**config.mk**
```make
export PLATFORM = sky130hd
export DESIGN_NAME = sr_route
export DESIGN_NICKNAME = d
export VERILOG_FILES = /design/src/hdl/softreg_pkg.sv /design/src/hdl/sr_route.sv /design/src/hdl/app_reg_bank.sv
export SDC_FILE = /design/constraint.sdc
export NUM_CORES = 2
export LEC_CHECK = 0
export BUFFER_PORTS_ARGS = -buffer_cell sky130_fd_sc_hd__buf_4
export CAP_MARGIN = 20
export CORE_MARGIN = 2
export CORE_UTILIZATION = 60
export DETAILED_ROUTE_END_ITERATION = 10
export PLACE_DENSITY = 0.77
export SYNTH_ARGS = -nofsm -noshare
export SYNTH_HDL_FRONTEND = slang
export SYNTH_SLANG_ARGS = --single-unit
```
**constraint.sdc**
```tcl
create_clock -name global_clk -period 8.6 [get_ports global_clk]
set_input_delay 1.72 -clock global_clk [delete_from_list [all_inputs] [get_ports global_clk]]
set_output_delay 1.72 -clock global_clk [all_outputs]
set_load 0.005 [all_outputs]
```
**src/hdl/softreg_pkg.sv**
```systemverilog
/*
	Soft-register control path definitions

	Widths of the host request fields, the stored request word, the
	request opcode and the state encoding of the routing stage.
*/

`default_nettype none

package softreg_pkg;

	//----------------------------------------------------------------------
	// Field widths
	//----------------------------------------------------------------------

	// Host address and register data
	localparam int SR_ADDR_W = 32;
	localparam int SR_DATA_W = 64;

	// One stored request is opcode, address and data
	localparam int SR_REQ_W = 1 + SR_ADDR_W + SR_DATA_W;

	//----------------------------------------------------------------------
	// Encodings
	//----------------------------------------------------------------------

	// Request opcode, top bit of a stored request
	typedef enum logic {
		SR_OP_READ  = 1'b0,
		SR_OP_WRITE = 1'b1
	} sr_op_e;

	// Routing stage, idle or holding a read response for the host
	typedef enum logic {
		ROUTE_IDLE      = 1'b0,
		ROUTE_RESP_HOLD = 1'b1
	} sr_route_state_e;

endpackage

`default_nettype wire
```
**src/hdl/sr_route.sv**
```systemverilog
/*
	Soft-register routing stage

	Pops requests from the FIFO, picks the application bank from the
	address and performs the access. Writes go through a one-cycle
	write register into the bank. Reads load a response register that
	is held until the host takes it; pops stop while it waits.
*/

`timescale 1ns/1ps
`default_nettype none

module sr_route import softreg_pkg::*; #(
	parameter int NUM_APPS     = 4,
	parameter int REGS_PER_APP = 8
) (
	input  wire logic                 global_clk,
	input  wire logic                 rst_n,
	// FIFO head
	input  wire logic                 fifo_valid,
	input  wire sr_op_e               head_op,
	input  wire logic [SR_ADDR_W-1:0] head_addr,
	input  wire logic [SR_DATA_W-1:0] head_wdata,
	output logic                      pop,
	output logic                      credit_return,
	// Host response port
	input  wire logic                 resp_ready,
	output logic                      resp_valid,
	output logic [SR_DATA_W-1:0]      resp_rdata
);

	localparam int IDX_W = (REGS_PER_APP > 1) ? $clog2(REGS_PER_APP) : 1;
	localparam int APP_W = (NUM_APPS > 1) ? $clog2(NUM_APPS) : 1;

	sr_route_state_e    state;
	logic [IDX_W-1:0]   head_idx;
	logic [APP_W-1:0]   head_app;
	logic               hold_busy;
	logic               wr_pend;
	logic [APP_W-1:0]   wr_app;
	logic [IDX_W-1:0]   wr_idx;
	logic [SR_DATA_W-1:0] wr_data;
	logic [IDX_W-1:0]   bank_idx;
	logic [SR_DATA_W-1:0] bank_rd [NUM_APPS];

	// Register index below, application index above, rest ignored
	assign head_idx = IDX_W'(head_addr % REGS_PER_APP);
	assign head_app = APP_W'((head_addr / REGS_PER_APP) % NUM_APPS);

	// A read waits one cycle behind a write still going into a bank
	assign hold_busy     = (state == ROUTE_RESP_HOLD) && !resp_ready;
	assign pop           = fifo_valid && !hold_busy && !(wr_pend && head_op == SR_OP_READ);
	assign credit_return = pop;
	assign resp_valid    = (state == ROUTE_RESP_HOLD);

	//----------------------------------------------------------------------
	// Response FSM
	//----------------------------------------------------------------------
	always_ff @(posedge global_clk or negedge rst_n) begin
		if (!rst_n) begin
			state   <= ROUTE_IDLE;
			wr_pend <= 1'b0;
		end else begin
			if (pop && head_op == SR_OP_READ) begin
				state <= ROUTE_RESP_HOLD;
			end else if (resp_ready) begin
				state <= ROUTE_IDLE;
			end
			wr_pend <= pop && (head_op == SR_OP_WRITE);
		end
	end

	// Read data and pending write payload
	always_ff @(posedge global_clk) begin
		if (pop && head_op == SR_OP_READ) begin
			resp_rdata <= bank_rd[head_app];
		end
		if (pop && head_op == SR_OP_WRITE) begin
			wr_app  <= head_app;
			wr_idx  <= head_idx;
			wr_data <= head_wdata;
		end
	end

	//----------------------------------------------------------------------
	// Application banks
	//----------------------------------------------------------------------
	assign bank_idx = wr_pend ? wr_idx : head_idx;

	for (genvar g = 0; g < NUM_APPS; g++) begin : app
		app_reg_bank #(.REGS_PER_APP(REGS_PER_APP)) bank0 (
			.global_clk(global_clk),
			.rst_n(rst_n),
			.wr_en(wr_pend && (wr_app == APP_W'(g))),
			.reg_idx(bank_idx),
			.wr_data(wr_data),
			.rd_data(bank_rd[g])
		);
	end

endmodule

`default_nettype wire

```
**src/hdl/app_reg_bank.sv**
```systemverilog
/*
	Application register bank

	REGS_PER_APP registers of one application. Written on wr_en at the
	clock edge, read combinationally through the same index.
*/

`timescale 1ns/1ps
`default_nettype none

module app_reg_bank import softreg_pkg::*; #(
	parameter int REGS_PER_APP = 8
) (
	input  wire logic                 global_clk,
	input  wire logic                 rst_n,
	input  wire logic                 wr_en,
	input  wire logic [$clog2(REGS_PER_APP > 1 ? REGS_PER_APP : 2)-1:0] reg_idx,
	input  wire logic [SR_DATA_W-1:0] wr_data,
	output logic [SR_DATA_W-1:0]      rd_data
);

	logic [SR_DATA_W-1:0] regs [REGS_PER_APP];

	// Register file with one write port
	always_ff @(posedge global_clk or negedge rst_n) begin
		if (!rst_n) begin
			for (int i = 0; i < REGS_PER_APP; i++) begin
				regs[i] <= '0;
			end
		end else if (wr_en) begin
			regs[reg_idx] <= wr_data;
		end
	end

	assign rd_data = regs[reg_idx];

endmodule

`default_nettype wire

```
### Yosys cells after proc, flatten, opt, wreduce, memory -nomap -nowiden

Cells that the tools add are included.

* bits in latches: 0
* bits in registers: 2183
* memories kept: 0
* input bits: 101
* ROM bits: 0
* memory bits (writable): 0
* output and inout port bits: 67
* word-level logic and storage cells: 87

* $lt $le $gt $ge: 3
* bitwise gates (word level): 3
* mux-type cells: 24
* equality and inequality tests: 3
* divide/modulo/power cells: 0
* add/subtract/negate cells: 0
* shifts and indexed selects: 0
* reductions and logical operators: 16
* $mul: 0

Operators with widths (number)
* $bwmux 512: 4
* $bmux 64 s3: 4
* $mux 64: 11
* $demux 64 s3: 1
* $bmux 64 s2: 1
* $logic_and 1x1->1: 11
* $eq 2x2->1 const B: 2
* $ge 4x4->1 const B: 1
* $lt 4x1->1 const B: 1
* $not 3->4: 1
* $ge 3x3->1 const B: 1
* $logic_not 1->1: 3
* $mux 3: 1
* $not 2->3: 1
* $eq 2x1->1 const B: 1
* $logic_not 2->1: 1
* $mux 1: 2
* $reduce_bool 2->1: 1
* $not 1->1: 1

### Logic depth before layout (Yosys ltp)

* depth in word-level cells: 8
* mapped depth: 11
* gate-level depth less buffers: 6

### Modules after synthesis

From an unflattened synthesis, not the netlist that was laid out.

* cell total of the unflattened synthesis: 6654
* area, all modules: 100651.5 µm²

By module, submodules not included
* app_reg_bank: area each 23716.5 µm², times used 4, seq. area each 12812.3 µm², cells each 1606
* sr_route: area each 5785.5 µm², times used 1, seq. area each 4043.9 µm², cells each 230

### Worst setup path after synthesis

OpenSTA, ideal clock, no wires.

* path kind: in2reg
* start point: input resp_ready
* end point: register resp_rdata[0] (enable)
* path buffers: 0
* data arrival time: 4.625 ns
* slack: 3.489 ns
* required time: 8.114 ns
* stages: 3
* library setup time: 0.486 ns
* cell sequence: nand2b_1 nand3_1 nor2_1

* longest elaborated chain between the ends: 6

Ends and longest elaborated chain
* from (decl): line sr_route.sv:27 `input wire logic resp_ready,`
* $logic_not 1->1: line sr_route.sv:51 `assign hold_busy = (state == ROUTE_RESP_HOLD) && !resp_ready;`
* $logic_and 1x1->1: line sr_route.sv:51
* $logic_not 1->1: line sr_route.sv:52 `assign pop = fifo_valid && !hold_busy && !(wr_pend && head_op == SR_OP_READ);`
* $logic_and 1x1->1 (2 in series): line sr_route.sv:52
* $logic_and 1x1->1: line sr_route.sv:75 `if (pop && head_op == SR_OP_READ) begin`
* to (signal assigned): line sr_route.sv:76 `resp_rdata <= bank_rd[head_app];`
* to (decl): line sr_route.sv:29 `output logic [SR_DATA_W-1:0] resp_rdata`

Every way passes these cells.
A chain may end at the register's enable or synchronous reset.

### Worst setup path in the final report

* start point: input head_addr[2]
* end point: register resp_rdata[39] (data pin)

* longest elaborated chain between the ends: 8
* elaborated cells on any way between the ends: 17
* those cells by class: mux (16); bitwise (1)

Ends and longest elaborated chain
* from (decl): line sr_route.sv:22 `input wire logic [SR_ADDR_W-1:0] head_addr,`
* $mux 3 *: line sr_route.sv:88 `assign bank_idx = wr_pend ? wr_idx : head_idx;`
* $not 3->4 (not written as such) *: line app_reg_bank.sv:35 `assign rd_data = regs[reg_idx];`
* $bmux 64 s3: line app_reg_bank.sv:35
* $mux 64 (not written as such) (2 in series): line app_reg_bank.sv:35
* $bmux 64 s2 *: line sr_route.sv:76
* $mux 64 (not written as such) * (2 in series): line sr_route.sv:76

Every way passes the cells marked *; elsewhere a longest branch is shown, timed or not. The select of a mux whose other input is x is not followed.

==> run metrics <==
H-tree levels=4; Max clock buf depth=3; ys async rst share=93.9%; # fillers=11028; Min-Delay Endpoint=app[2].bank0.regs[107]; antenna-violating nets left=0; status=complete, no violations; startpoint types=primary input; Hold Vio Cnt, Final=0; P&R area growth vs syn=9.78%; CP max stage delay=around 0.95 ns; unique cell type count in the Yosys netlist=65; Clk Tree Root Cell=clkbuf_16; Pleak=approximately 48 nW; Routed WL per cell=31.7 um; layout cells sized above 1=just under 40%; Cell Count, Final, Fillers Out=8813; final worst-path cycle share=56.0%; DRT iter0 DRCs=7596; Buffers on Ports=140; Worst Path Required=9.15 ns; syn_area_per_cell=13.9 um^2; hpwl dp=136000 um; setup repair after global routing missed its margin=no; Synth area leader=dfrtp_1; critical path endpoint category=register; Hold Crit Class=register to register; Final Max Slew Viols=0; NumNets Final=6666; Ports=168; clock latency on the worst-skew pair=0.89 ns; dpl cell area=96600 um^2; vias post-DR=about 62000; sequential fraction of the synthesis area=58.5%; Routed WL=279000 um; gr usage total=34.5%; most area-consuming cells after synthesis=dfrtp_1 (54%), mux2_2 (24%), edfxtp_1 (4.2%); CTS tree=done; Clock Pin Slew Worst Setup and Hold Paths=0.06 ns; yosys warns=0; share of the synthesized area in the top cell type=54.2%; DRT Pass-1 Iters=6; full die area=161000 um^2; DP Worst Slack=between 3 and 4 ns; die width=401 um; initial antenna violation count=3; Finished Core Util=between 60% and 70%; Core Area=156000 um^2; Slew headroom=17.4%; site row count=roughly 150; Inserted Clock Buffers=216; most used cell, CP=buf_4; Die Y=401 um; prevailing post-synth register cell=dfrtp_1; R2R depth=8; Max IR drop VDD=0.241 mV; Final Wtd Congestion=0.797; kind of critical path=primary input to register; clk_skew=between 0.05 and 0.06 ns; Critical Path, Cell by Cell=buf_4, nor3b_2, a22o_4, buf_4, a22oi_1, nand3_1, a211oi_1, o31ai_1; number of global-route vias before repair=~63000; DRC=0; Critical Path AT=5.36 ns; post-layout minimum cycle time=4.82 ns; first-pass GRT wire length=417000 um; total power=24.4 mW; R2R Setup Slk=4.06 ns; maxcap violations=0; CP max stage cell=buf_4; Yosys reg bits=2183; final setup violating endpoints=0; initial core utilization=60.5%; Reg-to-Reg End=resp_rdata[39]; hold depth=1; Worst Path Max Fanout=57; most frequent cells in the layout=dfrtp_1 (2050), mux2_2 (1994), a22oi_1 (374); HP Start=app[2].bank0.regs[107]; syn_nets=6900; most common cell after layout, fill and taps aside=dfrtp_1; CTS Hold Bufs=0; Min Hold Slack=approximately 0.48 ns; Post-synth EDFFs=133; synthesized cell area=between 90000 and 100000 um^2; Setup Buffers After CTS=0; Vias/cell=slightly above 7; post-CTS sizing=0; reg-to-reg startpoint=wr_pend; PwrDens=approximately 230 nW/um^2; clock sink count=2183; final setup TNS=0 ns; placed insts=8404; Cells after Synth=about 7000; Slew @ Worst Pin=1.24 ns; final instance area=104000 um^2; grt ovf=0; largest net degree at the start of global routing=178; Max Fclk=slightly above 200 MHz; final setup margin=around 3.8 ns
[power breakdown]
part           total (mW)  switching [mW]  internal [mW]
sequential           12.3           0.735           11.6
combinational        2.55            1.29           1.26
clock                9.50            4.12           5.38
total                24.4            6.15           18.2
[flip-flops by register name, indices dropped and copies added, names as in the netlist]
name / cells
app.bank0.regs: 2048
wr_data: 64
wr_idx: 3
resp_valid: 1
wr_app: 2
resp_rdata: 64
wr_pend: 1
[cell usage after synthesis (all sizes together) (32+ instances only)]
cell type and number:
a21oi 119, a221oi 132, a222oi 135, a22o 38, a22oi 374, a31oi 52
buf 356, clkbuf 347, dfrtp 2050, edfxtp 133, mux2 2078, mux2i 111
nand2 326, nand3 32, nor2 42, o211ai 64, o21ai 123, o221ai 53
[how the worst max path moves through the flow]
| stage | start | endpoint | cells after the start |
|---|---|---|---|
| after detailed placement | head_addr[1] | resp_rdata[52] | 7 |
| after floorplan | resp_ready | resp_rdata[0] | 3 |
| after global placement | head_addr[2] | resp_rdata[47] | 8 |
| final | head_addr[2] | resp_rdata[39] | 8 |
| after global routing | head_addr[2] | resp_rdata[39] | 8 |
| after CTS | head_addr[2] | resp_rdata[39] | 8 |
[final cells by class]
class	instances	area (um^2)	area share, %
Multi-Input combinational cell	3909	36500	35.2
Inverter	4	15.0	0.0145
Tap cell	2058	2570	2.48
Timing Repair Buffer	251	2220	2.14
Antenna cell	2	5.00	0.00482
Sequential cell	2183	55300	53.2
Clock inverter	63	656	0.631
Clock buffer	343	6540	6.30
[routing by layer]
| layer | global-route usage (%) | routed length (um) |
|---|---|---|
| met5 | 0 | 10 |
| met4 | 14.6 | 12700 |
| met3 | 6.87 | 26600 |
| met2 | 53.7 | 129000 |
| met1 | 47.8 | 111000 |
[cell families after synthesis]
kind of cell,after synthesis,share of synthesized area [%]
buffers and inverters,707,3.40
DFF,2183,58.5
AOI/OAI and AO/OA,1270,10.2
muxes,2189,25.9
and+or+nand+nor,450,2.06
[worst max-delay path, delay by kind of cell]
family	cells	cell delay, ns
simple gates	2	0.72
compound gates	4	1.75
buf+inv	2	1.12
No activity file was read; power rests on OpenSTA's default activity.
