`src/hdl/softreg_pkg.sv`:
```
/*
	Soft-register control path definitions

	Widths of the host request fields, the stored request word, the
	request opcode and the state encoding of the routing stage.
*/

`default_nettype none

package softreg_pkg;

	//----------------------------------------------------------------------
	// Field widths
	//----------------------------------------------------------------------

	// Host address and register data
	localparam int SR_ADDR_W = 32;
	localparam int SR_DATA_W = 64;

	// One stored request is opcode, address and data
	localparam int SR_REQ_W = 1 + SR_ADDR_W + SR_DATA_W;

	//----------------------------------------------------------------------
	// Encodings
	//----------------------------------------------------------------------

	// Request opcode, top bit of a stored request
	typedef enum logic {
		SR_OP_READ  = 1'b0,
		SR_OP_WRITE = 1'b1
	} sr_op_e;

	// Routing stage, idle or holding a read response for the host
	typedef enum logic {
		ROUTE_IDLE      = 1'b0,
		ROUTE_RESP_HOLD = 1'b1
	} sr_route_state_e;

endpackage

`default_nettype wire
```
`src/hdl/sr_entry.sv`:
```
/*
	Soft-register entry stage

	Accepts one host request at a time, turns it into an opcode and
	pushes it into the request FIFO one cycle later. Holds the credit
	count for the FIFO, so req_ready drops once all entries are in use.
*/

`timescale 1ns/1ps
`default_nettype none

module sr_entry import softreg_pkg::*; #(
	parameter int FIFO_DEPTH = 4
) (
	input  wire logic                 global_clk,
	input  wire logic                 rst_n,
	// Host request port
	input  wire logic                 req_valid,
	input  wire logic                 req_write,
	input  wire logic [SR_ADDR_W-1:0] req_addr,
	input  wire logic [SR_DATA_W-1:0] req_wdata,
	output logic                      req_ready,
	// Credit returned by the routing stage on each pop
	input  wire logic                 credit_return,
	// Push side of the request FIFO
	output logic                      push,
	output sr_op_e                    push_op,
	output logic [SR_ADDR_W-1:0]      push_addr,
	output logic [SR_DATA_W-1:0]      push_wdata
);

	localparam int CNT_W = $clog2(FIFO_DEPTH + 1);

	logic [CNT_W-1:0] credits;
	logic             accept;

	assign req_ready = (credits != '0);
	assign accept    = req_valid && req_ready;

	// Take a credit on accept, give one back on return
	always_ff @(posedge global_clk or negedge rst_n) begin
		if (!rst_n) begin
			credits <= CNT_W'(FIFO_DEPTH);
		end else begin
			case ({accept, credit_return})
				2'b10:   credits <= credits - 1'b1;
				2'b01:   credits <= credits + 1'b1;
				default: credits <= credits;
			endcase
		end
	end

	always_ff @(posedge global_clk or negedge rst_n) begin
		if (!rst_n) begin
			push <= 1'b0;
		end else begin
			push <= accept;
		end
	end

	// Request fields, only meaningful while push is high
	always_ff @(posedge global_clk) begin
		if (accept) begin
			push_op    <= req_write ? SR_OP_WRITE : SR_OP_READ;
			push_addr  <= req_addr;
			push_wdata <= req_wdata;
		end
	end

endmodule

`default_nettype wire

```
`config.mk`:
```
export PLATFORM = sky130hd
export DESIGN_NAME = sr_entry
export DESIGN_NICKNAME = d
export VERILOG_FILES = /design/src/hdl/softreg_pkg.sv /design/src/hdl/sr_entry.sv
export SDC_FILE = /design/constraint.sdc
export NUM_CORES = 1
export LEC_CHECK = 0
export BUFFER_PORTS_ARGS = -buffer_cell sky130_fd_sc_hd__buf_2
export CORE_UTILIZATION = 41
export DETAILED_ROUTE_END_ITERATION = 8
export PLACE_DENSITY = 0.74
export SLEW_MARGIN = 15
export SYNTH_ARGS = -nofsm -noshare
export SYNTH_HDL_FRONTEND = slang
export SYNTH_SLANG_ARGS = --single-unit
```
`constraint.sdc`:
```
create_clock -name global_clk -period 2.43 [get_ports global_clk]
set_clock_uncertainty 0.05 [all_clocks]
set_input_delay 0.1215 -clock global_clk [delete_from_list [all_inputs] [get_ports global_clk]]
set_output_delay 0.1215 -clock global_clk [all_outputs]
set_load 0.005 [all_outputs]
```
After elaboration in Yosys (flattened, before gate mapping)

Cells that the tools add are included.

Register bits: 101
Bits in latches: 0
Memory bits (writable): 0
Memory bits (read-only): 0
Bits of input ports: 101
Output and inout port bits: 99
Logic and storage cells: 14
Memories kept: 0

Add/sub/neg operators: 2
Multipliers: 0
Divide/modulo/power cells: 0
$lt $le $gt $ge: 0
Equality and inequality tests: 2
Shifts and indexed selects: 0
Multiplexer cells: 2
Bitwise logic cells: 0
Reductions and logical operators: 3

Operator list:

| operator                                                              | number |
|---|---|
| 3-bit one-hot mux with 2 select lines                                 | 1 |
| 3-bit by 1-bit adder with 3-bit output, second input constant         | 1 |
| 3-bit nonzero test                                                    | 1 |
| 3-bit by 1-bit subtractor with 3-bit output, second input constant    | 1 |
| 2-bit by 1-bit equality test with 1-bit output, second input constant | 1 |
| 2-bit equality test, second input constant                            | 1 |
| 2-bit nonzero test                                                    | 1 |
| 1-bit logical AND                                                     | 1 |
| 1-bit 2-to-1 mux                                                      | 1 |

Depth between registers and ports, before layout

Word-level depth: 4
Mapped depth: 8
Depth with buffers taken out: 8

Worst setup path before layout

No wires, ideal clock.

Kind: register -> register
Start point: reg credits[2]
End point: reg push_addr[0], enable pin
Setup time: 0.408 ns
Arrival: 1.753 ns
Data required time: 1.972 ns
Path slack: 0.219 ns
Stages on the path, launching flop included: 4
Path buffers: 0
Clock period less this slack: 2.211 ns
Cells stage by stage: dfstp_2 > or3_4 > nand2_2 > inv_2

Longest elaborated chain between the ends: 2

Ends and longest elaborated chain:

| what                   | RTL line       | text |
|---|---|---|
| from (decl)            | sr_entry.sv:34 | `logic [CNT_W-1:0] credits;` |
| from (signal assigned) | sr_entry.sv:43 | `credits <= CNT_W'(FIFO_DEPTH);` |
| from (signal assigned) | sr_entry.sv:46 | `2'b10: credits <= credits - 1'b1;` |
| from (signal assigned) | sr_entry.sv:47 | `2'b01: credits <= credits + 1'b1;` |
| 3-bit nonzero test     | sr_entry.sv:37 | `assign req_ready = (credits != '0);` |
| net req_ready          | sr_entry.sv:22 | `output logic req_ready,` |
| 1-bit logical AND      | sr_entry.sv:38 | `assign accept = req_valid && req_ready;` |
| net accept             | sr_entry.sv:35 | `logic accept;` |
| to (signal assigned)   | sr_entry.sv:65 | `push_addr <= req_addr;` |
| to (decl)              | sr_entry.sv:28 | `output logic [SR_ADDR_W-1:0] push_addr,` |

The timed path passes the listed nets, and every way through them passes these cells.
A chain may end at the register's enable or synchronous reset.

Worst setup path in the final report

Start point: reg credits[0]
End point: reg credits[2]

Longest elaborated chain between the ends: 4
Elaborated cells between the ends (all ways): 8
Those cells by class: 2 x add/sub; 2 x eq/ne; 1 x mux; 3 x reduce/logical

Ends and longest elaborated chain:

| what |
|---|
| branches (longest 4 deep; another with 3-bit by 1-bit adder with 3-bit output) |

Parallel ways; which one is timed is not known.

==> run_summary.xml <==
<?xml version="1.0" encoding="UTF-8"?>
<metrics>
  <group name="critical_path">
    <metric name="ff2ff_setup_slack" unit="ns">0.29</metric>
    <metric name="worst_setup_path_type" unit="">register to register</metric>
    <metric name="crit_top_cell" unit="">xor2_1</metric>
    <metric name="cp_cell_sequence" unit="">or3_4 -&gt; nand2_2 -&gt; ha_1 -&gt; inv_1 -&gt; fa_1 -&gt; xor2_1 -&gt; nor2_1 -&gt; xor2_1</metric>
    <metric name="crit_path_start_kind" unit="">register</metric>
    <metric name="worst_path_largest_cell_delay" unit="ns">0.42</metric>
    <metric name="critical_path.reg2reg.endpoint" unit="">credits[2]</metric>
    <metric name="timing.critical_path.slowest_stage_cell" unit="">dfrtp_1</metric>
    <metric name="crit_path_end" unit="">credits[2]</metric>
    <metric name="startpoint_of_the_lowest_slack_register_to_register_path" unit="">credits[0]</metric>
    <metric name="required_worst_endpoint" unit="ns">2.66</metric>
    <metric name="worst-path-max-fanout" unit="">3</metric>
    <metric name="worst_setup_path_end_kind" unit="">register</metric>
    <metric name="timing.reg2reg.worst_path_depth" unit="">8</metric>
    <metric name="timing.critical_path.from" unit="">credits[0]</metric>
    <metric name="worstPathArrival" unit="ns">2.37</metric>
  </group>
  <group name="cells_and_area">
    <metric name="most-common-layout-cells" unit="">buf_2, dlygate4sd3_1, edfxtp_1, clkbuf_8, bufinv_16</metric>
    <metric name="drive_gt1_frac" unit="">0.519</metric>
    <metric name="num_antenna_cells" unit="">0</metric>
    <metric name="multiInputGateArea" unit="um2">91.3</metric>
    <metric name="layout.area.seq" unit="um2">3010</metric>
    <metric name="num-nets-final" unit="">526</metric>
    <metric name="area_added_between_synthesis_and_finish" unit="%">76.7</metric>
    <metric name="fillCellCount" unit="">460</metric>
    <metric name="final_non_filler_cells" unit="">525</metric>
    <metric name="final_common_cell" unit="">buf_2</metric>
    <metric name="fin_util" unit="">0.754</metric>
  </group>
  <group name="global_routing">
    <metric name="largest_net_degree_at_the_start_of_global_routing" unit="">43</metric>
    <metric name="grt_use_total" unit="">0.207</metric>
    <metric name="antenna_found_initial" unit="">0</metric>
    <metric name="met3_track_demand_over_resource_in_global_routing" unit="">0.0859</metric>
    <metric name="global_route_wire_length_before_repair" unit="um">11500</metric>
    <metric name="global_route.usage.met1" unit="">0.212</metric>
    <metric name="use_met2" unit="">0.355</metric>
    <metric name="global_route.peak_usage_layer" unit="">met2</metric>
    <metric name="overflow" unit="">0</metric>
    <metric name="grt_pass1_vias" unit="">2437</metric>
  </group>
  <group name="power_and_ir_drop">
    <metric name="ir_worst_vdd" unit="mV">0.582</metric>
    <metric name="p_leak" unit="nW">2.37</metric>
    <metric name="pwr_density_cell" unit="nW/um2">809</metric>
    <metric name="power" unit="mW">4.45</metric>
  </group>
  <group name="route">
    <metric name="antenna_violating_nets_post_route" unit="">0</metric>
    <metric name="post-route-drc-count" unit="">0</metric>
    <metric name="drt_pass1_iterations" unit="">4</metric>
    <metric name="viasPerCell" unit="">4.37</metric>
    <metric name="wl_per_cell" unit="um">15.7</metric>
    <metric name="drt_first_iter_violations" unit="">50</metric>
    <metric name="via_count" unit="">2294</metric>
    <metric name="postRouteWirelength" unit="um">8230</metric>
  </group>
  <group name="timing">
    <metric name="final.period_utilization" unit="">0.881</metric>
    <metric name="setup_violators_final" unit="">0</metric>
    <metric name="worstMarginPinSlew" unit="ns">0.516</metric>
    <metric name="unrepaired_setup_endpoints_after_global_routing" unit="">false</metric>
    <metric name="max_clock_freq" unit="GHz">0.467</metric>
    <metric name="slew-limit-headroom" unit="">0.656</metric>
    <metric name="post_route_setup_tns" unit="ns">0</metric>
    <metric name="final_hold_viol_count" unit="">0</metric>
    <metric name="slew_viol_final" unit="">0</metric>
    <metric name="period_minus_slack" unit="ns">2.14</metric>
  </group>
  <group name="synthesis">
    <metric name="synth_seq_cells" unit="">101</metric>
    <metric name="syn_inst" unit="">112</metric>
    <metric name="count_of_unique_library_cells_instantiated_by_yosys" unit="">13</metric>
    <metric name="syn_area" unit="um2">3110</metric>
    <metric name="seq_area_frac_synth" unit="">0.968</metric>
    <metric name="syn-mean-instance-area" unit="um2">27.8</metric>
    <metric name="yosys_synthesis_warning_count" unit="">0</metric>
    <metric name="number_of_nets_in_the_synthesized_netlist" unit="">215</metric>
  </group>
  <group name="cts">
    <metric name="ctsHtreeMaxLevel" unit="">3</metric>
    <metric name="cts_root_buf" unit="">clkbuf_8</metric>
    <metric name="tritoncts" unit="">built</metric>
    <metric name="post_cts_buffers" unit="">0</metric>
    <metric name="cts_made_buffers" unit="">9</metric>
    <metric name="clock_tree.buffer_depth" unit="">2</metric>
    <metric name="clock_sink_count" unit="">101</metric>
    <metric name="clk_latency" unit="ns">0.34</metric>
    <metric name="clk_pin_slew" unit="ns">0.09</metric>
  </group>
  <group name="floorplanning">
    <metric name="placementRows" unit="">31</metric>
    <metric name="core" unit="um2">7290</metric>
    <metric name="die-area" unit="um2">7950</metric>
    <metric name="die_h" unit="um">89.1</metric>
    <metric name="die_width" unit="um">89.1</metric>
    <metric name="floorplan.initialDensity" unit="">0.427</metric>
    <metric name="io_pins" unit="">200</metric>
  </group>
  <group name="placed_design">
    <metric name="numPortBuffers" unit="">199</metric>
    <metric name="placed_cells" unit="">413</metric>
    <metric name="detailed_place_hpwl" unit="um">4640</metric>
    <metric name="globalplace.congestion" unit="">0.720</metric>
  </group>
  <group name="min_path">
    <metric name="min-delay-path-class" unit="">input port to async pin</metric>
  </group>
  <group name="run">
    <metric name="drv.max_cap_violation_count" unit="">0</metric>
  </group>
  <group name="run_status">
    <metric name="run_status" unit="">finished clean</metric>
  </group>
</metrics>
## metal layers
| metal | part of all wire | vias to the layer above |
|---|---|---|
| li1 | - | 1058 |
| met1 | 0.35 | 1049 |
| met2 | 0.50 | 159 |
| met3 | 0.11 | 28 |
| met4 | 0.036 | 0 |
| met5 | 0 | - |
## Yosys cell counts (all sizes together)
| cell | number | area, um2 |
|---|---|---|
| dfrtp | 3 | 75.1 |
| dfstp | 1 | 26.3 |
| edfxtp | 97 | 2910 |
| fa | 1 | 20.0 |
| ha | 1 | 12.5 |
| inv | 2 | 7.50 |
| mux2 | 1 | 11.3 |
| nand2 | 1 | 6.26 |
| nor2 | 1 | 3.75 |
| or3 | 1 | 11.3 |
| xnor2 | 1 | 8.76 |
| xor2 | 2 | 17.5 |
## registers in the layout, summed over array words and instances, names as in the netlist
name        flops
credits         3
push            1
push_addr      32
push_op         1
push_wdata     64
## where the power goes
| part | total [mW] | internal [mW] | switching (mW) |
|---|---|---|---|
| clock network | 1.30 | 0.775 | 0.521 |
| registers | 2.37 | 2.28 | 0.0881 |
| logic | 0.786 | 0.402 | 0.384 |
## cells by family after synthesis
group,Yosys count,share of synthesized area
xor gates and xnor gates,3,0.00844
adders and majority gates,2,0.0104
buffers and inverters,2,0.00241
DFF,101,0.968
muxes,1,0.00362
and+or+nand+nor,3,0.00683
## what timing repair did
| action | in CTS | in global routing |
|---|---|---|
| hold buffers | 98 | 0 |
| gates resized for setup | 0 | 0 |
| hold endpoints to repair | 101 | 0 |
## worst max-delay path, delay by kind of cell (launching register included)
kind | cells | cell delay, ns
fa+ha+maj | 2 | 0.56
flops | 1 | 0.42
xor+xnor | 2 | 0.33
buf+inv | 1 | 0.06
simple gates | 3 | 0.66
## worst min path at each step
stage / start / to / slack (ns) / cells past startpoint
2_1_floorplan: rst_n / credits[0] / -0.22 / 0
3_3_place_gp: rst_n / push / -0.12 / 1
3_5_place_dp: rst_n / push / -0.11 / 1
4_1_cts: rst_n / credits[0] / 0.03 / 2
5_1_grt: rst_n / push / 0.04 / 2
6_report: rst_n / push / 0.05 / 2
## area by class of cell
cell class	instances	area share
Sequential cell	101	0.548
Timing Repair Buffer	300	0.366
Clock inverter	5	0.0227
Clock buffer	9	0.0225
Tap cell	99	0.0225
Multi-Input combinational cell	9	0.0166
Inverter	2	0.00182
## per-stage QoR
step | hold WS, ns | area (um2) | worst slack (ns)
2_1_floorplan | -0.224 | 3110 | 0.219
3_3_place_gp | -0.118 | 4270 | 0.398
3_5_place_dp | -0.113 | 4270 | 0.329
4_1_cts | 0.0312 | 5500 | 0.331
5_1_grt | 0.0359 | 5500 | 0.202
6_report | 0.0549 | 5500 | 0.289
Power figures use the tool's default switching activity.
