[src/hdl/softreg_pkg.sv]
/*
	Soft-register control path definitions

	Widths of the host request fields, the stored request word, the
	request opcode and the state encoding of the routing stage.
*/

`default_nettype none

package softreg_pkg;

	//----------------------------------------------------------------------
	// Field widths
	//----------------------------------------------------------------------

	// Host address and register data
	localparam int SR_ADDR_W = 32;
	localparam int SR_DATA_W = 64;

	// One stored request is opcode, address and data
	localparam int SR_REQ_W = 1 + SR_ADDR_W + SR_DATA_W;

	//----------------------------------------------------------------------
	// Encodings
	//----------------------------------------------------------------------

	// Request opcode, top bit of a stored request
	typedef enum logic {
		SR_OP_READ  = 1'b0,
		SR_OP_WRITE = 1'b1
	} sr_op_e;

	// Routing stage, idle or holding a read response for the host
	typedef enum logic {
		ROUTE_IDLE      = 1'b0,
		ROUTE_RESP_HOLD = 1'b1
	} sr_route_state_e;

endpackage

`default_nettype wire
[src/hdl/sr_req_fifo.sv]
/*
	Soft-register request FIFO

	Circular buffer of stored requests between the entry stage and the
	routing stage. There is no full check since the entry stage only
	pushes while it holds a credit. The head is read combinationally.
*/

`timescale 1ns/1ps
`default_nettype none

module sr_req_fifo import softreg_pkg::*; #(
	parameter int FIFO_DEPTH = 4
) (
	input  wire logic                 global_clk,
	input  wire logic                 rst_n,
	// Push side
	input  wire logic                 push,
	input  wire sr_op_e               push_op,
	input  wire logic [SR_ADDR_W-1:0] push_addr,
	input  wire logic [SR_DATA_W-1:0] push_wdata,
	// Pop side
	input  wire logic                 pop,
	output logic                      fifo_valid,
	output sr_op_e                    head_op,
	output logic [SR_ADDR_W-1:0]      head_addr,
	output logic [SR_DATA_W-1:0]      head_wdata
);

	localparam int PTR_W = (FIFO_DEPTH > 1) ? $clog2(FIFO_DEPTH) : 1;
	localparam int CNT_W = $clog2(FIFO_DEPTH + 1);

	logic [SR_REQ_W-1:0] mem [FIFO_DEPTH];
	logic [PTR_W-1:0]    wr_ptr;
	logic [PTR_W-1:0]    rd_ptr;
	logic [CNT_W-1:0]    count;
	logic [SR_REQ_W-1:0] head_entry;

	//----------------------------------------------------------------------
	// Pointers and occupancy
	//----------------------------------------------------------------------
	always_ff @(posedge global_clk or negedge rst_n) begin
		if (!rst_n) begin
			wr_ptr <= '0;
			rd_ptr <= '0;
			count  <= '0;
		end else begin
			if (push) begin
				wr_ptr <= (wr_ptr == PTR_W'(FIFO_DEPTH - 1)) ? '0 : wr_ptr + 1'b1;
			end
			if (pop) begin
				rd_ptr <= (rd_ptr == PTR_W'(FIFO_DEPTH - 1)) ? '0 : rd_ptr + 1'b1;
			end
			case ({push, pop})
				2'b10:   count <= count + 1'b1;
				2'b01:   count <= count - 1'b1;
				default: count <= count;
			endcase
		end
	end

	// Storage, packed as opcode, address, data
	always_ff @(posedge global_clk) begin
		if (push) begin
			mem[wr_ptr] <= {push_op, push_addr, push_wdata};
		end
	end

	//----------------------------------------------------------------------
	// Head of queue
	//----------------------------------------------------------------------
	assign fifo_valid = (count != '0);
	assign head_entry = mem[rd_ptr];
	assign head_op    = sr_op_e'(head_entry[SR_REQ_W-1]);
	assign head_addr  = head_entry[SR_DATA_W +: SR_ADDR_W];
	assign head_wdata = head_entry[SR_DATA_W-1:0];

endmodule

`default_nettype wire

[config.mk]
export PLATFORM = sky130hd
export DESIGN_NAME = sr_req_fifo
export DESIGN_NICKNAME = d
export VERILOG_FILES = /design/src/hdl/softreg_pkg.sv /design/src/hdl/sr_req_fifo.sv
export SDC_FILE = /design/constraint.sdc
export NUM_CORES = 1
export LEC_CHECK = 0
export BUFFER_PORTS_ARGS = -buffer_cell sky130_fd_sc_hd__buf_2
export CAP_MARGIN = 20
export CORE_AREA = 2 2 169 204
export CTS_CLUSTER_SIZE = 28
export DETAILED_ROUTE_END_ITERATION = 12
export DIE_AREA = 0 0 171 206
export SLEW_MARGIN = 20
export SYNTH_ARGS = -nofsm -noshare
export SYNTH_HDL_FRONTEND = slang
export SYNTH_SLANG_ARGS = --single-unit
[constraint.sdc]
create_clock -name global_clk -period 3.8 [get_ports global_clk]
set_input_delay 0.19 -clock global_clk [delete_from_list [all_inputs] [get_ports global_clk]]
set_output_delay 0.19 -clock global_clk [all_outputs]
set_load 0.05 [all_outputs]
Yosys cells after proc, flatten, opt, wreduce, memory -nomap -nowiden. Memory sizes are Yosys's and may differ from the RTL's. Cells that the tools add are included.

Muxes and demuxes: 5. $add $sub $neg: 4. Bitwise logic cells: 0. Shifts and indexed selects: 0. Multipliers: 0. Reduce and logical (&&, ||, !) cells: 2. Divide/modulo/power cells: 0. Eq/ne operators: 4. Magnitude comparators: 0.

Operator list (number): equality test 2 bit (second input constant) (3); one-hot mux 3 bit (2 select lines) (1); adder 2 x 1 -> 2 bit (second input constant) (2); two-way mux 2 bit (2); adder 3 x 1 -> 3 bit (second input constant) (1); nonzero test 3 bit (1); subtractor 3 x 1 -> 3 bit (second input constant) (1); equality test 2 x 1 -> 1 bit (second input constant) (1); two-way mux 1 bit (2); nonzero test 2 bit (1).

Register bits: 7. Bits in writable memories: 388. Memories kept: 1. Output and inout bits: 98. Bits of input ports: 101. Latch bits: 0. Bits in read-only memories: 0.

Memory list: mem (depth 4, width 97, read ports 1, clocked after Yosys merged registers in 0, wr ports 1, RTL line sr_req_fifo.sv:33) `logic [SR_REQ_W-1:0] mem [FIFO_DEPTH];`.

Logic depth before layout (Yosys ltp). Gate-level depths: netlist (run 1).

Depth in word-level cells: 2. Gate-level depth with buffers: 7. Depth with buffers taken out: 7.

Least setup slack after synthesis (run 1). OpenSTA, ideal clock, no wires.

Kind: register to register. From: register wr_ptr[0]. To: memory mem[0][0] (netlist bit) (enable). Data required time: 3.334 ns. Buffers on the path: 0. Clock period less this slack: 3.329 ns. Path slack: 0.471 ns. Data arrival time: 2.863 ns. Cell stages (with the launch flop): 4. Cells stage by stage: dfrtp_1 inv_1 ha_1 and2_1.

RTL lines: start, declared (RTL line sr_req_fifo.sv:34) `logic [PTR_W-1:0] wr_ptr;`; start signal, assigned (RTL line sr_req_fifo.sv:49) `wr_ptr <= (wr_ptr == PTR_W'(FIFO_DEPTH - 1)) ? '0 : wr_ptr + 1'b1;`; end, declared (RTL line sr_req_fifo.sv:33).

No word-level cell before the write port.

Worst setup path after layout (run 1).
From: register rd_ptr[0]. To: output head_wdata[48].

Cells in the longest elaborated chain, start to end: 1.

Ends and longest elaborated chain: start, declared (RTL line sr_req_fifo.sv:35) `logic [PTR_W-1:0] rd_ptr;`; start signal, assigned (RTL line sr_req_fifo.sv:52) `rd_ptr <= (rd_ptr == PTR_W'(FIFO_DEPTH - 1)) ? '0 : rd_ptr + 1'b1;`; memory read (4 x 97 bit); end, declared (RTL line sr_req_fifo.sv:27) `output logic [SR_DATA_W-1:0] head_wdata`.

No other way between the ends.

==> results of run 1 <==
## through the flow
step	total power, uW	hold WS (ns)	cells
3_3_place_gp	11470	0.02846	1186
3_5_place_dp	11570	0.04320	1186
5_1_grt	15620	0.05307	1352
4_1_cts	15240	0.02500	1350
2_1_floorplan	10350	-0.1056	545
6_report	14990	0.04484	1352
## how the worst min path moves through the flow
| stage | from | slack, ns | end |
|---|---|---|---|
| 6_report | rst_n | 0.04 | count[2] |
| 5_1_grt | rst_n | 0.05 | count[2] |
| 4_1_cts | rst_n | 0.02 | count[2] |
| 3_5_place_dp | rst_n | 0.04 | count[2] |
| 3_3_place_gp | rst_n | 0.03 | count[2] |
| 2_1_floorplan | rst_n | -0.11 | count[0] |
## power by group through the flow
stage	Clock (uW)	Sequential (uW)	Combinational, uW
4_1_cts	3660	5910	5660
2_1_floorplan	0	5830	4520
3_5_place_dp	0	6000	5560
3_3_place_gp	0	5950	5520
5_1_grt	3820	5970	5840
6_report	3570	5890	5530
## area by class of cell
class	instances	area [sq um]	share of cell area [%]
Multi-Input combinational cell	122	2406	13.27
Timing Repair Buffer	307	2122	11.70
Clock inverter	17	128.9	0.7105
Sequential cell	395	11830	65.25
Inverter	6	22.52	0.1242
Antenna cell	2	5.005	0.02759
Tap cell	456	570.5	3.146
Clock buffer	47	1049	5.781
## sequential cells by signal (all words and copies together) (netlist names)
name and cells:
count 3, mem 388, rd_ptr 2, wr_ptr 2
## Yosys cell counts, drive strengths merged
cell,count,area [sq um]
ha,6,75.07
o21ai,3,15.01
mux4,97,2185
inv,6,22.52
nand2,2,7.510
fa,1,20.02
dfrtp,7,175.2
edfxtp,388,11650
xor2,2,17.52
nor2,2,7.510
and2,4,25.02
mux2,2,22.52
xnor2,1,8.760
clkbuf,6,22.52
or3,2,12.51
buf,16,128.9
## timing repair
action | 4_1_cts | 5_1_grt
hold buffers | 100 | 0
endpoints found under the setup margin | 0 | 0
hold endpoints to repair | 399 | 0
## worst register-to-register path, stage by stage (launching register included)
cell	delay, ns
dfrtp_1	0.42
inv_1	0.12
ha_1	0.15
and2_4	0.68
buf_4	0.44
## cells by family (layout without fill, tap and decap cells)
logic type,count (synthesis),count (layout)
DFF,395,395
and+or+nand+nor,10,10
muxes,99,99
adders and majority gates,7,7
other,0,2
AOI/OAI and AO/OA,3,3
xor gates and xnor gates,3,3
buffers and inverters,28,377
## layer usage
metal | routed length [um] | up-vias | track usage, %
li1 | - | 2996 | -
met1 | 10780 | 3535 | 18.76
met3 | 1342 | 48 | 3.370
met4 | 634 | 2 | 5.387
met2 | 14410 | 164 | 28.33
met5 | 13 | - | 0
==> impl_metrics.tcl, run 1 <==
set metrics [dict create \
    outcome "finished, final reports clean" \
    drt_iter0_drc 516 \
    max-cap-violations 0 \
    initial_core_util_pct 42.95 \
    yosysWarnings 0 \
    seqPwrFrac_pct 39.3 \
    syn_inst 545 \
    finalSetupTns_ns 0 \
    synth_top_family_by_area "multiplexers" \
    post-route-util_pct 54.11 \
    fillCellCount 2638 \
    placedInstanceArea_sq_um 15950 \
    crit_arrival_ns 2.61 \
    fin_nets 979 \
    clk_path_buf_depth 3 \
    final_cell_mix "edfxtp_1 (388), buf_2 (198), dlygate4sd3_1 (100)" \
    grt_pass1_wl_um 41660 \
    ys_seq_area_share_pct 82.15 \
    drc 0 \
    track_usage_pct 15.75 \
    path_max_fanout 30 \
    layout-drive-gt1-share_pct 40.49 \
    p_int_uw 9383 \
    critPathLaunchType "register" \
    endpoint "head_wdata[48]" \
    cts_root_buf "clkbuf_16" \
    worst_slew_pin_slew_ns 0.8304 \
    clk_pin_slew_ns 0.06 \
    synth-simple-area-share_pct 0.3650 \
    vias 6745 \
    skew_ns 0.01339 \
    power.share.clock_pct 23.8 \
    reg2reg_from "wr_ptr[0]" \
    drt_first_pass_iters 4 \
    layout_setup_ws_ns 1.005 \
    p_leak_uw 0.006226 \
    core_area_sq_um 33520 \
    crit_type "register to output pin" \
    io_buffers 198 \
    cpPeakStageDelay_ns 0.65 \
    powerDensity_nw_per_um2 826.7 \
    reg2reg_to "mem[2][40]" \
    rsz0062_at_grt "no" \
    grt-ovfl-total 0 \
    p_sw_uw 5612 \
    clock_latency_ns 0.52 \
    ios 199 \
    swShare_pct 37.43 \
    synth_cell_types 20 \
    wl_per_cell_um 20.11 \
    wl_um 27180 \
    synth_nets 653 \
    critical-path-top-delay-family "buffers and inverters" \
    rows 74 \
    critical_path.startpoint "rd_ptr[0]" \
    antenna_left 0 \
    hold_viol 0 \
    fmax_ghz 0.3577 \
    synth_compound_area_share_pct 0.1043 \
    ir_drop_v 0.0005982 \
    synthXorXnorAreaFrac_pct 0.1825 \
    synth_fa_ha_area_share_pct 0.6605 \
    synthMuxAreaShare_pct 15.33 \
    vias_per_cell 4.989 \
    relSlewSlack_pct 44.64 \
    path_cells "buf_4 -> mux4_2 -> buf_2" \
    cts_tree "built" \
    cts_num_sinks 395 \
    period_needed_ns 2.795 \
    antenna_found_initial 3 \
    combPwrFrac_pct 36.9 \
    synth.avg_cell_area_sq_um 26.42 \
    crit_path_end_kind "output pin" \
    post_cts_buffers 0 \
    die_y_um 206 \
    finalSetupViolations 0 \
    syn-cell-area_sq_um 14400 \
    gp_congestion 0.7571 \
    grt_max_degree 65 \
    finalCritPeriodShare_pct 73.56 \
    area_growth_pct 25.99 \
    ys_ff_latch 395 \
    dieArea_sq_um 35230 \
    min_path_type "primary input to async pin" \
    grt_pass1_vias 7486 \
    dp_hpwl_um 16070 \
    r2r_slack_ns 1.64 \
    pre_cts_ws_ns 1.454 \
    finalInstanceArea_sq_um 18140 \
    reg2reg_depth 4 \
    h-tree-depth 2 \
    path_buf_inv 2 \
    cp_slowest_cell "dfrtp_4" \
    worst-path-stages 3 \
    chipWidth_um 171 \
    cts_buffers 39 \
    critPathRequiredTime_ns 3.61 \
    cts_resized 0 \
    final_common_cell "edfxtp_1" \
    slew_viol_final 0 \
]
No activity file was read; power rests on OpenSTA's default activity.
==> run 2: changes to the inputs <==
Settings changed: ABC_AREA set to 1, CORE_AREA 2 2 169 204 to 2 2 177 213, DIE_AREA 0 0 171 206 to 0 0 179 215, PLACE_DENSITY set to 0.65.
Clock period 3.8 ns to 2.3 ns, I/O delays scaled along.
==> impl_metrics.tcl, run 2 <==
set metrics [dict create \
    outcome "finished, final reports clean" \
    vias_per_cell 4.803 \
    seqPwrFrac_pct 36.4 \
    cts_num_sinks 395 \
    top_register "mem" \
    synth_most_common_cell "edfxtp_1" \
    ys_ff_latch 395 \
    cts_root_buf "clkbuf_16" \
    period_needed_ns 2.167 \
    fin_nets 1592 \
    crit_type "register to output pin" \
    dp_hpwl_um 16940 \
    grt_max_degree 101 \
    cp_common_cell "nand2_1" \
    grt_pass1_vias 9229 \
    synth_area_leaders "edfxtp_1 (74%), o211ai_1 (9.2%), nand2_1 (7.2%)" \
    layout-drive-gt1-share_pct 18.85 \
    reg2reg_depth 4 \
    final_common_cell "edfxtp_1" \
    area_growth_pct 24.29 \
    path_max_fanout 45 \
    crit_path_end_kind "output pin" \
    path_cells "inv_16 -> clkbuf_16 -> nand2_1 -> o211ai_1 -> nand2_1 -> buf_2" \
    fmax_ghz 0.4614 \
    fillCellCount 2989 \
    drt_first_pass_iters 4 \
    p_leak_uw 0.007891 \
    yosysTopAreaCell "edfxtp_1" \
    hold_viol 0 \
    ios 199 \
    ir_drop_v 0.0009061 \
    final_cell_mix "edfxtp_1 (388), nand2_1 (299), inv_1 (202)" \
    cp_slowest_cell "dfrtp_2" \
    critPathRequiredTime_ns 2.18 \
    skew_ns 0.007762 \
    clock_latency_ns 0.52 \
    io_buffers 198 \
    synth_nets 1292 \
    crit_arrival_ns 2.05 \
    synth_edf_count 388 \
    relSlewSlack_pct 68.12 \
    combPwrFrac_pct 41.7 \
    track_usage_pct 15.74 \
    gp_congestion 0.7059 \
    largest_reg_flops 388 \
    wl_per_cell_um 15.92 \
    slew_viol_final 0 \
    synthArstFlopShare_pct 1.772 \
    synthTopCellsByCount "edfxtp_1 (388), nand2_1 (303), inv_1 (207)" \
    synthMuxAreaShare_pct 0 \
    grt-ovfl-total 0 \
    cpPeakStageDelay_ns 0.58 \
    min_path_type "primary input to register" \
    core_area_sq_um 36510 \
    swShare_pct 42.04 \
    synthXorXnorAreaFrac_pct 0.05538 \
    h-tree-depth 2 \
    synth_top_family_by_area "compound AO/OA/AOI/OAI gates" \
    finalInstanceArea_sq_um 19660 \
    cts_buffers 40 \
    critPathLaunchType "register" \
    grt_pass1_wl_um 47120 \
    power.share.clock_pct 21.9 \
    p_int_uw 15470 \
    clk_path_buf_depth 3 \
    path_buf_inv 3 \
    post_cts_buffers 0 \
    drc 0 \
    worst-path-stages 6 \
    antenna_found_initial 3 \
    placedInstanceArea_sq_um 17290 \
    powerDensity_nw_per_um2 1358 \
    synth.top_cell.area_share_pct 73.67 \
    clk_pin_slew_ns 0.06 \
    p_sw_uw 11220 \
    synth.avg_cell_area_sq_um 13.36 \
    chipWidth_um 179 \
    whs_ns 0.3429 \
    critical-path-top-delay-family "buffers and inverters" \
    yosysWarnings 0 \
    synth_compound_area_share_pct 9.399 \
    syn-cell-area_sq_um 15820 \
    finalSetupViolations 0 \
    drt_iter0_drc 491 \
    p_total_uw 26690 \
    antenna_left 0 \
    finalCritPeriodShare_pct 94.23 \
    initial_core_util_pct 43.31 \
    largestRegisters "mem (388), count (3)" \
    synth_fa_ha_area_share_pct 0.6013 \
    syn_inst 1184 \
    wl_um 31670 \
    cts_tree "built" \
    vias 9553 \
    ys.flop_type "edfxtp_1" \
    dieArea_sq_um 38490 \
    synth_cell_types 18 \
    rows 77 \
    max-cap-violations 0 \
    die_y_um 215 \
    rsz0062_at_grt "no" \
    synth-simple-area-share_pct 7.318 \
    worst_slew_pin_slew_ns 0.4782 \
    min_delay_path_depth 2 \
    ys_seq_area_share_pct 74.78 \
]
[run 2: changes by cell type after synthesis, sizes merged, moves of 9 or more]
cell	before	now
buf	16	50
clkbuf	6	15
inv	6	209
mux4	97	0
nand2	2	303
o211ai	0	194
[run 2: kinds of logic (layout without fill, tap and decap cells)]
logic type,Yosys count,after routing
buffers and inverters,274,602
adders and majority gates,7,7
AOI/OAI and AO/OA,200,200
other,0,3
xor gates and xnor gates,1,1
and+or+nand+nor,307,307
DFF,395,395
[run 2: area by class of cell]
| type | count | area (sq um) | area share [%] |
|---|---|---|---|
| Antenna cell | 3 | 7.507 | 0.03819 |
| Clock buffer | 56 | 1082 | 5.506 |
| Clock inverter | 14 | 96.34 | 0.4901 |
| Inverter | 209 | 818.3 | 4.163 |
| Multi-Input combinational cell | 515 | 2765 | 14.07 |
| Sequential cell | 395 | 11830 | 60.19 |
| Tap cell | 474 | 593.1 | 3.017 |
| Timing Repair Buffer | 321 | 2445 | 12.44 |
| Timing Repair inverter | 2 | 17.52 | 0.08911 |
[run 2: per-stage QoR]
step	utilization [%]	TNS, ns	cells	setup WS (ns)
2_1_floorplan	-	-72.98	1184	-0.1963
3_3_place_gp	47.35	0	1809	0.5784
3_5_place_dp	47.35	0	1809	0.5521
4_1_cts	53.35	-0.09705	1980	-0.01570
5_1_grt	53.83	0	1989	0.01136
6_report	53.83	0	1989	0.1327
[run 2: timing repair]
action | in CTS | in global routing
hold buffers | 101 | 0
resized for setup | 0 | 13
pin swaps | 0 | 0
endpoints found under the hold margin | 399 | 0
gates cloned | 0 | 6
setup endpoints to repair | 10 | 91
[run 2: path summary, 6_finish.rpt]
check / start / end / slack [ns]
max: rd_ptr[0] / head_wdata[6] / 0.13
min: push_addr[20] / mem[3][84] / 0.34
max reg2reg: wr_ptr[0] / mem[3][44] / 0.69
min reg2reg: count[2] / count[2] / 0.48
max in group asynchronous: rst_n / rd_ptr[1] / 1.39
min in group asynchronous: rst_n / count[2] / 0.59
[run 2: metal layers]
metal  GRT usage (%)  vias to the layer above  wire, um
met2           27.90                      206     16120
met3           3.432                       43      1639
li1                -                     4750         -
met1           18.76                     4554     13120
met5               0                        -         0
met4           5.312                        0       779
[run 2: power by group through the flow]
stage / Combinational (uW) / Clock, uW / Sequential [uW]
CTS: 11000 / 6020 / 9690
global route: 12000 / 6300 / 9810
global placement: 10700 / 0 / 9800
floorplan: 8290 / 0 / 9780
finish: 11100 / 5860 / 9710
detailed placement: 10800 / 0 / 9830
